===== src/verilog/csr_defs.svh =====
// CSR block widths, counts, address offsets and read-only bit masks

`ifndef CSR_DEFS_SVH
`define CSR_DEFS_SVH

// --------------------------------------------------
// Widths and counts
// --------------------------------------------------
`define XLEN              32
`define CSR_ADDR_W        12
`define CAUSE_W           4
`define NUM_HPM           4
`define EVENT_SEL_W       4
`define NUM_EVENTS        16

// Upper counter halves sit 0x80 above the lower halves
`define CNT_HI_OFS        12'h080
// First hpm counter number, also its mcountinhibit bit
`define HPM_FIRST         3
// Event vector bit that carries the plain retire flag
`define EV_RETIRE         14

// --------------------------------------------------
// Read-only masks, a set bit keeps its current value
// --------------------------------------------------
// mstatus writable: MIE(3), MPIE(7), MPP(12:11)
`define MSTATUS_RO_MASK   32'hFFFF_E777
// mie writable: MSIE(3), MTIE(7), MEIE(11)
`define MIE_RO_MASK       32'hFFFF_F777
// mip writable: MSIP(3) only
`define MIP_RO_MASK       32'hFFFF_FFF7
// Only direct and vectored modes, so MODE bit 1 stays 0
`define MTVEC_RO_MASK     32'h0000_0002
// No compressed ISA, so the pc is always 2-byte aligned at least
`define MEPC_RO_MASK      32'h0000_0001
// CY(0), IR(2) and HPM3..HPM6(6:3) writable, TM(1) hardwired low
`define MINHIBIT_RO_MASK  32'hFFFF_FF82

// MXL=1 (32 bit), extensions I and M
`define MISA_VALUE        32'h4000_1100
`define MTVEC_INIT        32'h0000_0100

`endif


===== src/verilog/csr_map_pkg.sv =====
// Machine mode CSR address type and the map of every implemented CSR

`include "csr_defs.svh"

package csr_map_pkg;

   typedef logic [`CSR_ADDR_W-1:0] csr_addr_t;

   // --------------------------------------------------
   // Implemented CSR addresses, standard encodings
   // --------------------------------------------------
   typedef enum csr_addr_t {
      // Trap setup
      csr_mstatus       = 12'h300,
      csr_misa          = 12'h301,
      csr_mie           = 12'h304,
      csr_mtvec         = 12'h305,
      csr_mcountinhibit = 12'h320,
      // Event selectors, mhpmevent4..6 follow in order
      csr_mhpmevent3    = 12'h323,
      // Trap handling
      csr_mscratch      = 12'h340,
      csr_mepc          = 12'h341,
      csr_mcause        = 12'h342,
      csr_mtval         = 12'h343,
      csr_mip           = 12'h344,
      // Counter lower halves, hpm counters 4..6 follow in order
      csr_mcycle        = 12'hB00,
      csr_minstret      = 12'hB02,
      csr_mhpmcounter3  = 12'hB03,
      // Counter upper halves
      csr_mcycleh       = 12'hB80,
      csr_minstreth     = 12'hB82,
      csr_mhpmcounter3h = 12'hB83
   } csr_addr_e;

endpackage


===== src/verilog/csr_types_pkg.sv =====
// Data types, instruction classes and access/event structs of the CSR block

`include "csr_defs.svh"

package csr_types_pkg;
   import csr_map_pkg::*;

   typedef logic [`XLEN-1:0]        xlen_t;
   typedef logic [2*`XLEN-1:0]      counter_t;
   typedef logic [`EVENT_SEL_W-1:0] event_sel_t;
   typedef logic [`NUM_EVENTS-1:0]  event_vec_t;
   typedef logic [`CAUSE_W-1:0]     exc_cause_t;

   // Encodings 1..10 line up with event vector bits 1..10
   typedef enum logic [3:0] {
      class_none, class_load, class_store, class_csr, class_system,
      class_alu, class_branch, class_jal, class_jalr, class_mul, class_div
   } instr_class_e;

   // --------------------------------------------------
   // Access port
   // --------------------------------------------------
   typedef struct packed {
      logic      we;
      csr_addr_t addr;
      xlen_t     wdata;
   } csr_req_t;

   typedef struct packed {
      xlen_t rdata;
      logic  illegal;
   } csr_rsp_t;

   // What the pipeline retired or trapped on in one cycle
   typedef struct packed {
      logic         retire;
      instr_class_e iclass;
      logic         exc;
      exc_cause_t   cause;
      logic         ext_irq;
   } retire_events_t;

endpackage


===== src/verilog/csr_trap_regs.sv =====
// Machine trap setup and trap handling registers with masked writes and local read decode

`timescale 1ns/100ps

`include "csr_defs.svh"

module csr_trap_regs
   import csr_map_pkg::*, csr_types_pkg::*;
(
   input  logic     clk,
   input  logic     rst_n,
   input  logic     req_valid,
   input  csr_req_t req,
   output xlen_t    rdata,
   output logic     hit,
   output xlen_t    minhibit
);

   xlen_t mstatus;
   xlen_t mie;
   xlen_t mtvec;
   xlen_t mscratch;
   xlen_t mepc;
   xlen_t mcause;
   xlen_t mtval;
   xlen_t mip;
   logic  wr;

   // Read-only bits come from the old value, the rest from the write data
   function automatic xlen_t masked_write(input xlen_t old_val, input xlen_t new_val,
                                          input xlen_t ro_mask);
      masked_write = (old_val & ro_mask) | (new_val & ~ro_mask);
   endfunction

   assign wr = req_valid & req.we;

   // --------------------------------------------------
   // Register update
   // --------------------------------------------------
   always_ff @(posedge clk or negedge rst_n)
   begin
      if (!rst_n)
      begin
         mstatus  <= '0;
         mie      <= '0;
         // Bit 1 of the init value is already 0
         mtvec    <= `MTVEC_INIT;
         mscratch <= '0;
         mepc     <= '0;
         mcause   <= '0;
         mtval    <= '0;
         mip      <= '0;
         minhibit <= '0;
      end
      else if (wr)
      begin
         // misa is a constant and has no entry here
         case (req.addr)
            csr_mstatus:       mstatus  <= masked_write(mstatus, req.wdata, `MSTATUS_RO_MASK);
            csr_mie:           mie      <= masked_write(mie, req.wdata, `MIE_RO_MASK);
            csr_mtvec:         mtvec    <= masked_write(mtvec, req.wdata, `MTVEC_RO_MASK);
            csr_mscratch:      mscratch <= req.wdata;
            csr_mepc:          mepc     <= masked_write(mepc, req.wdata, `MEPC_RO_MASK);
            csr_mcause:        mcause   <= req.wdata;
            csr_mtval:         mtval    <= req.wdata;
            csr_mip:           mip      <= masked_write(mip, req.wdata, `MIP_RO_MASK);
            csr_mcountinhibit: minhibit <= masked_write(minhibit, req.wdata, `MINHIBIT_RO_MASK);
            default:           ;
         endcase
      end
   end

   // --------------------------------------------------
   // Read decode, old value of the request cycle
   // --------------------------------------------------
   always_comb
   begin
      hit   = 1'b1;
      rdata = '0;
      case (req.addr)
         csr_mstatus:       rdata = mstatus;
         csr_misa:          rdata = `MISA_VALUE;
         csr_mie:           rdata = mie;
         csr_mtvec:         rdata = mtvec;
         csr_mscratch:      rdata = mscratch;
         csr_mepc:          rdata = mepc;
         csr_mcause:        rdata = mcause;
         csr_mtval:         rdata = mtval;
         csr_mip:           rdata = mip;
         csr_mcountinhibit: rdata = minhibit;
         // Not in this bank
         default:           hit = 1'b0;
      endcase
   end

endmodule


===== src/verilog/csr_event_decode.sv =====
// Per-cycle decode of retirement and exception events into the performance event vector

`timescale 1ns/100ps

`include "csr_defs.svh"

module csr_event_decode
   import csr_types_pkg::*;
(
   input  retire_events_t events,
   output event_vec_t     event_vec
);

   // Causes 0, 4 and 6 are the misaligned instruction, load and store traps
   logic misaligned;
   logic any_jump;

   assign misaligned = events.exc &&
                       (events.cause == 4'd0 || events.cause == 4'd4 || events.cause == 4'd6);
   assign any_jump   = events.retire &&
                       (events.iclass == class_branch || events.iclass == class_jal ||
                        events.iclass == class_jalr);

   always_comb
   begin
      // Selector 0 never counts
      event_vec[0] = 1'b0;
      // One bit per retired class, bit number equals the class encoding
      for (int i = int'(class_load); i <= int'(class_div); i++)
      begin
         event_vec[i] = events.retire && (events.iclass == instr_class_e'(i));
      end
      event_vec[11]         = any_jump;
      event_vec[12]         = misaligned;
      // Illegal instruction
      event_vec[13]         = events.exc && (events.cause == 4'd2);
      event_vec[`EV_RETIRE] = events.retire;
      event_vec[15]         = events.ext_irq;
   end

endmodule


===== src/verilog/csr_counters.sv =====
// 64-bit cycle, instret and hpm counters with their event selectors and read decode

`timescale 1ns/100ps

`include "csr_defs.svh"

module csr_counters
   import csr_map_pkg::*, csr_types_pkg::*;
(
   input  logic       clk,
   input  logic       rst_n,
   input  logic       req_valid,
   input  csr_req_t   req,
   input  event_vec_t event_vec,
   input  xlen_t      minhibit,
   output xlen_t      rdata,
   output logic       hit
);

   // Index 0 is mcycle, 1 is minstret, 2 and up are the hpm counters
   localparam int NUM_CNT = 2 + `NUM_HPM;

   counter_t           cnt [NUM_CNT];
   event_sel_t         mhpmevent [`NUM_HPM];
   logic [NUM_CNT-1:0] inc;
   logic [NUM_CNT-1:0] wr_lo;
   logic [NUM_CNT-1:0] wr_hi;
   logic [`NUM_HPM-1:0] wr_ev;
   logic               wr;

   // Lower half address of counter idx, minstret and hpm counters are contiguous
   function automatic csr_addr_t lo_addr(input int unsigned idx);
      if (idx == 0)
         lo_addr = csr_mcycle;
      else
         lo_addr = csr_addr_t'(csr_minstret) + csr_addr_t'(idx - 1);
   endfunction

   function automatic csr_addr_t ev_addr(input int unsigned idx);
      ev_addr = csr_addr_t'(csr_mhpmevent3) + csr_addr_t'(idx);
   endfunction

   assign wr = req_valid & req.we;

   // --------------------------------------------------
   // Write decode and increment enables
   // --------------------------------------------------
   always_comb
   begin
      for (int i = 0; i < NUM_CNT; i++)
      begin
         wr_lo[i] = wr && (req.addr == lo_addr(i));
         wr_hi[i] = wr && (req.addr == lo_addr(i) + `CNT_HI_OFS);
      end
      inc[0] = ~minhibit[0];
      inc[1] = event_vec[`EV_RETIRE] & ~minhibit[2];
      for (int k = 0; k < `NUM_HPM; k++)
      begin
         wr_ev[k]  = wr && (req.addr == ev_addr(k));
         inc[2+k]  = event_vec[mhpmevent[k]] & ~minhibit[`HPM_FIRST+k];
      end
   end

   // Software write to either half wins over the count of that cycle
   always_ff @(posedge clk or negedge rst_n)
   begin
      if (!rst_n)
      begin
         for (int i = 0; i < NUM_CNT; i++)
            cnt[i] <= '0;
         for (int k = 0; k < `NUM_HPM; k++)
            mhpmevent[k] <= '0;
      end
      else
      begin
         for (int i = 0; i < NUM_CNT; i++)
         begin
            if (wr_lo[i])
               cnt[i][`XLEN-1:0] <= req.wdata;
            else if (wr_hi[i])
               cnt[i][2*`XLEN-1:`XLEN] <= req.wdata;
            else if (inc[i])
               cnt[i] <= cnt[i] + counter_t'(1);
         end
         for (int k = 0; k < `NUM_HPM; k++)
         begin
            if (wr_ev[k])
               mhpmevent[k] <= req.wdata[`EVENT_SEL_W-1:0];
         end
      end
   end

   // --------------------------------------------------
   // Read decode
   // --------------------------------------------------
   always_comb
   begin
      hit   = 1'b0;
      rdata = '0;
      for (int i = 0; i < NUM_CNT; i++)
      begin
         if (req.addr == lo_addr(i))
         begin
            hit   = 1'b1;
            rdata = cnt[i][`XLEN-1:0];
         end
         if (req.addr == lo_addr(i) + `CNT_HI_OFS)
         begin
            hit   = 1'b1;
            rdata = cnt[i][2*`XLEN-1:`XLEN];
         end
      end
      for (int k = 0; k < `NUM_HPM; k++)
      begin
         if (req.addr == ev_addr(k))
         begin
            hit   = 1'b1;
            rdata = {{(`XLEN-`EVENT_SEL_W){1'b0}}, mhpmevent[k]};
         end
      end
   end

endmodule


===== src/verilog/csr_access.sv =====
// Response stage that merges bank read data and flags unclaimed CSR addresses

`timescale 1ns/100ps

module csr_access
   import csr_types_pkg::*;
(
   input  logic     clk,
   input  logic     rst_n,
   input  logic     req_valid,
   input  logic     trap_hit,
   input  logic     cnt_hit,
   input  xlen_t    trap_rdata,
   input  xlen_t    cnt_rdata,
   output logic     rsp_valid,
   output csr_rsp_t rsp
);

   csr_rsp_t rsp_next;

   // Banks never claim the same address, trap bank takes priority anyway
   always_comb
   begin
      rsp_next.illegal = ~(trap_hit | cnt_hit);
      if (trap_hit)
         rsp_next.rdata = trap_rdata;
      else if (cnt_hit)
         rsp_next.rdata = cnt_rdata;
      else
         rsp_next.rdata = '0;
   end

   // --------------------------------------------------
   // One cycle response, valid qualifies the payload
   // --------------------------------------------------
   always_ff @(posedge clk or negedge rst_n)
   begin
      if (!rst_n)
         rsp_valid <= 1'b0;
      else
         rsp_valid <= req_valid;
   end

   always_ff @(posedge clk)
   begin
      if (req_valid)
         rsp <= rsp_next;
   end

endmodule


===== src/verilog/csr_top.sv =====
// Machine mode CSR block top level with one access port and retirement event input

`timescale 1ns/100ps

module csr_top
   import csr_types_pkg::*;
(
   input  logic           clk,
   input  logic           rst_n,
   input  logic           req_valid,
   input  csr_req_t       req,
   input  retire_events_t events,
   output logic           rsp_valid,
   output csr_rsp_t       rsp
);

   xlen_t      trap_rdata;
   xlen_t      cnt_rdata;
   logic       trap_hit;
   logic       cnt_hit;
   // mcountinhibit lives in the trap bank and gates the counters
   xlen_t      minhibit;
   event_vec_t event_vec;

   csr_trap_regs u_trap_regs (
      .clk       (clk),
      .rst_n     (rst_n),
      .req_valid (req_valid),
      .req       (req),
      .rdata     (trap_rdata),
      .hit       (trap_hit),
      .minhibit  (minhibit)
   );

   csr_event_decode u_event_decode (
      .events    (events),
      .event_vec (event_vec)
   );

   csr_counters u_counters (
      .clk       (clk),
      .rst_n     (rst_n),
      .req_valid (req_valid),
      .req       (req),
      .event_vec (event_vec),
      .minhibit  (minhibit),
      .rdata     (cnt_rdata),
      .hit       (cnt_hit)
   );

   csr_access u_access (
      .clk        (clk),
      .rst_n      (rst_n),
      .req_valid  (req_valid),
      .trap_hit   (trap_hit),
      .cnt_hit    (cnt_hit),
      .trap_rdata (trap_rdata),
      .cnt_rdata  (cnt_rdata),
      .rsp_valid  (rsp_valid),
      .rsp        (rsp)
   );

endmodule


===== config.mk =====
export PLATFORM = sky130hd
export DESIGN_NAME = csr_top
export DESIGN_NICKNAME = d
export VERILOG_FILES = /design/src/verilog/csr_map_pkg.sv /design/src/verilog/csr_types_pkg.sv /design/src/verilog/csr_trap_regs.sv /design/src/verilog/csr_event_decode.sv /design/src/verilog/csr_counters.sv /design/src/verilog/csr_access.sv /design/src/verilog/csr_top.sv
export VERILOG_INCLUDE_DIRS = /design/src /design/src/verilog
export SDC_FILE = /design/constraint.sdc
export NUM_CORES = 2
export LEC_CHECK = 0
export BUFFER_PORTS_ARGS = -buffer_cell sky130_fd_sc_hd__buf_2
export CAP_MARGIN = 20
export CORE_MARGIN = 1.5
export CORE_UTILIZATION = 45
export CTS_BUF_LIST = sky130_fd_sc_hd__clkbuf_4 sky130_fd_sc_hd__clkbuf_8
export CTS_CLUSTER_SIZE = 30
export DETAILED_ROUTE_END_ITERATION = 8
export PLACE_DENSITY_LB_ADDON = 0.08
export SLEW_MARGIN = 20
export SYNTH_ARGS = -nofsm -noshare
export SYNTH_HDL_FRONTEND = slang
export SYNTH_SLANG_ARGS = --single-unit

===== constraint.sdc =====
create_clock -name clk -period 4.7 [get_ports clk]
set_input_delay 0.94 -clock clk [delete_from_list [all_inputs] [get_ports clk]]
set_output_delay 0.94 -clock clk [all_outputs]
set_load 0.01 [all_outputs]

Word-level counts from Yosys, hierarchy flattened --
Index checks and enable logic that the tools add are counted.
Operators by class: reductions and logical operators 66, $lt $le $gt $ge 4, eq/ne operators 47, bitwise operators 25, mux-type cells 68, add/sub/neg operators 6
Operators with widths (number):
- 32-bit two-way mux | 36
- 64-bit by 1-bit adder with 64-bit output, second input constant | 6
- 64-bit two-way mux | 6
- 32-bit one-hot mux with 10 select lines | 1
- 12-bit by 10-bit equality test with 1-bit output, second input constant | 14
- 12-bit equality test, second input constant | 12
- 2-bit AND reduction | 21
- 1-bit by 32-bit bitwise OR with 32-bit output | 1
- 2-bit by 32-bit bitwise OR with 32-bit output | 1
- 32-bit by 12-bit bitwise OR with 32-bit output | 1
- 32-bit by 13-bit bitwise OR with 32-bit output | 1
- 32-bit by 4-bit bitwise OR with 32-bit output | 1
- 32-bit by 7-bit bitwise OR with 32-bit output | 1
- 1-bit logical AND | 29
- 4-bit by 3-bit equality test with 1-bit output, second input constant | 6
- 1-bit two-way mux | 21
- 4-bit by 5-bit less-than comparator with 1-bit output, second input constant | 4
- 2-bit nonzero test | 10
- 1-bit binary-select mux with 4-bit select | 4
- 2-bit by 1-bit != test with 1-bit output, second input constant | 8
- 4-bit by 2-bit equality test with 1-bit output, second input constant | 3
- 4-bit equality test, second input constant | 3
- 1-bit NOT | 12
- 10-bit OR reduction | 1
- 5 further kinds | 13
Storage, ports and cells: input bits 59, output and inout bits 34, register bits after elaboration 722, logic and storage cells 244

Logic depth before layout (Yosys ltp) --
depth in word-level cells 19, depth in mapped cells 11, mapped depth without buffers 8

By module --
Synthesis repeated with hierarchy kept, for this count alone.
Second synthesis, totals: cells, all modules 4148, area, all modules 37576.0 µm²
Modules (own cells, without submodules):
- csr_counters | area an instance 27576.4 µm², cells an instance 3408, times used 1, sequential area each 10009.6 µm²
- csr_trap_regs | area an instance 8445.6 µm², cells an instance 634, times used 1, sequential area each 4305.4 µm²
- csr_access | area an instance 1378.8 µm², cells an instance 77, times used 1, sequential area each 1016.0 µm²
- csr_event_decode | area an instance 175.2 µm², cells an instance 29, times used 1, sequential area each 0.0 µm²

Worst setup path after synthesis --
OpenSTA, ideal clock, no wires.
kind input -> register, from input port req[37] (netlist name), to register u_access.rsp[3] (netlist name), data arrival time 2984 ps, path buffers 4, setup time 266 ps, slack 1451 ps, cell stages on the path 9, required time 4434 ps, cells stage by stage buf_2 -> or4b_4 -> buf_2 -> nor3_1 -> buf_2 -> buf_2 -> a21oi_1 -> a221oi_1 -> o21ai_1
RTL lines:
- start, declared | line csr_top.sv:11 | input csr_req_t req,

==> impl_results.md <==
- Die Wd: 291 um
- Crit Path Category: in2reg
- Setup crit end kind: register
- Critical Path RT: 5.33 ns
- Startpoint types: input pin
- Die Area: 84400 um^2
- Post-CTS sizing: 0
- Outcome: completed
- Leakage power: 16.9 nW
- CP bufs+invs: 3
- Fmax: 0.271 GHz
- Clock Latency Late Sink: 0.86 ns
- Post-synthesis register bit count: 606
- Yosys warns: 0
- Pwr Total: 0.0120 W
- Layout cells sized above 1: 16.9%
- Post-layout nets: 4213
- Most frequent cell after synthesis: dfrtp_1
- RSZ-0062 raised after global routing: false
- Distinct cells, synth: 102
- # IOs: 93
- Finish-stage setup viols: 0
- Top cells by count, synth: dfrtp_1 (572), nand2_1 (434), nor2_1 (299), a21oi_1 (238), clkbuf_1 (231)
- Largest family of logic cells by synthesized area: simple AND/OR/NAND/NOR gates
- Num CTS Buffers: 111
- Rows: 105
- Hold Fails Final Rpt: 0
- Max-cap viol count: 0
- Drt wl/cell: 32.9 um
- Worst path depth: 9
- Final wirelength: 175000 um
- Post-DRT Antenna Nets: 0
- Post-synthesis cell area: 37200 um^2
- H-tree level count: 3
- Hold Path Class: in2async
- Fin crit period: 3.68 ns
- Post-Synth Adder-Cell Area: 0.202%
- R2R depth: 7
- CTS tree: yes
- Post-synth EDFFs: 33
- Core area: 82000 um^2
- Met1 WL: 72000 um
- Post-Synth Simple-Gate Area: 23.9%
- Worst vdd ir: 0.264 mV
- CTS Sinks: 606
- Fin. max-slew vios: 0
- Final period util: 78.4%
- # hold bufs at CTS: 0
- CP most frequent cell: buf_4
- Final HPWL DP: 122000 um
- Post-synthesis xor/xnor area fraction: 5.20%
- FF-to-FF End: u_counters.cnt[239]$_DFFE_PN0P_
- Layout Area Growth over Synthesis: 11.3%
- IO Port Bufs: 92
- PwrDens: 290 nW/um^2
- Clk pin slew, worst setup/hold paths: 0.06 ns
- Initial Util: 45.4%
- Drc violations: 0
- Total GRT Usage: 40.7%
- Setup TNS: 0 ns
- Max incr delay on CP: 0.60 ns
- Critical Path, Cell by Cell: buf_2, or4_1, buf_4, nor3_4, buf_4, nor3_1, o221ai_1, a21oi_1, nand4b_1
- Via/cell ratio: 6.89
- Cell taking the most area after synthesis: dfrtp_1
- Die height: 291 um
- Main synth FF type: dfrtp_1
- Cells after synthesis: 4148
- CTS root buffer: clkbuf_8
- Final Instance Area: 41400 um^2
- Relative slew slack: 27.5%
- Routed wl met2: 72200 um
- Vias in the first global route: 33700
- Synth Area in Compound Gates: 18.8%
- Deepest clock path buffer count: 3
- Ys async rst share: 94.6%
- Fill cell count: 7798
- RR Startpoint: u_counters.cnt[196]$_DFFE_PN0P_
- Post-Synthesis Net Count: 4213
- Antenna violations before repair: 20
- CP max stage cell: or4_1
- Crit path DAT: 4.31 ns
- Post-CTS Setup Inserts: 0
- Top cells by area, synth: dfrtp_1 (38%), mux2_2 (5.0%), nand2_1 (4.4%), xnor2_1 (4.0%), a21oi_1 (3.2%)
- DP Area: 38900 um^2
- Crit-path max FO: 23
- Global-route wire length before repair: 251000 um
- Mux share of post-synthesis cell area: 6.45%
- RD Place Congestion: 1.08
- Vias: 36600
- Top sig layer: met5
- DR iter-0 viols: 5546
- Post-layout util: 50.5%
- Final setup skew: 0.0949 ns
- R2R Setup Slk: 1.44 ns
- Finished Layout Cells: 5314
- Register area: 15300 um^2
- DP Cell Count: 5105
- Area occupied by multi-input gates: 20400 um^2
- Pin count of the biggest net entering global routing: 119
- Slew @ Worst Pin: 1.09 ns
- Post-synthesis sequential area ratio: 41.2%
- Met3 Routed Length: 21000 um
- Grt ovf: 0
- Worst path top cell family by delay: simple AND/OR/NAND/NOR gates
- Pre-antenna DRT Iters: 6
- Yosys top cell area share: 38.5%
- Syn Area/Cell: 8.97 um^2
## per-layer routing
metal  global-route usage, %  vias up
li1                        -    15600
met1                    57.7    18300
met2                    57.2     2368
met3                    10.3      437
met4                    20.4       12
met5                       0        -
## area by class of cell
class | count | share of cell area, %
inverter | 54 | 0.489
antenna | 5 | 0.0302
timing repair buffer | 230 | 3.88
clock buffer | 184 | 5.39
clock inverter | 20 | 0.619
sequential | 606 | 37.0
multi-input combinational | 3145 | 49.4
tap | 1070 | 3.23
## flip-flops by register name, indices dropped and copies added (netlist names)
signal / cells
u_counters.cnt: 384
u_trap_regs.mepc: 31
u_trap_regs.mcause: 32
u_trap_regs.mscratch: 32
u_trap_regs.mstatus: 4
u_access.rsp: 33
u_access.rsp_valid: 1
u_trap_regs.mie: 3
u_trap_regs.minhibit: 6
u_trap_regs.mtvec: 31
u_trap_regs.mtval: 32
u_counters.mhpmevent: 16
u_trap_regs.mip: 1
## logic make-up after synthesis
group	Yosys count
simple gates	1648
xor+xnor	221
buf+inv	397
mux	216
fa+ha+maj	6
flops	606
compound gates	1054
## placed cells by master (no fill, tap or decap), types with 22 or more instances in the layout
cell and count:
o21ai_0 185, a211oi_1 36, dfrtp_1 572, o21ai_1 78
nand4_1 117, xnor2_1 168, buf_4 130, and2_1 30
nand3_1 205, and4_1 41, a32oi_1 22, edfxtp_1 33
buf_2 91, nor3_1 133, nor4_2 33, clkbuf_4 48
o221ai_1 27, mux2i_1 27, a222oi_1 33, mux2_2 165
and3_1 74, a221oi_1 38, nor2_1 292, clkbuf_8 136
o22ai_1 52, mux2_1 24, a21oi_1 238, xor2_1 53
nor4_1 73, or3_1 41, a31oi_1 37, inv_1 54
a22oi_1 84, a22o_1 26, nand2_1 429
## metrics by stage
| stage | worst slack, ns | hold slack [ns] |
|---|---|---|
| global route | 1.01 | 0.0707 |
| detailed placement | 0.344 | 0.475 |
| floorplan | 1.45 | 0.449 |
| CTS | 1.22 | 0.0215 |
| finish | 1.02 | 0.0652 |
| global placement | 0.526 | 0.465 |
## how the worst max path moves through the flow
| stage | end | slack [ns] | startpoint |
|---|---|---|---|
| 2_1_floorplan | u_access.rsp[3]$_DFFE_PP_ | 1.45 | req[37] |
| 6_report | u_access.rsp[9]$_DFFE_PP_ | 1.02 | req[39] |
| 4_1_cts | u_access.rsp[9]$_DFFE_PP_ | 1.22 | req[39] |
| 5_1_grt | u_access.rsp[9]$_DFFE_PP_ | 1.01 | req[39] |
| 3_3_place_gp | u_access.rsp[9]$_DFFE_PP_ | 0.53 | req[39] |
| 3_5_place_dp | u_access.rsp[9]$_DFFE_PP_ | 0.34 | req[39] |
## power breakdown
part           internal (W)  leakage, nW  switching (W)  total (W)
logic              0.000176         7.39       0.000584   0.000761
clock network       0.00323         1.34        0.00251    0.00574
registers           0.00536         8.15       0.000169    0.00552
(Power assumes the default switching activity.)
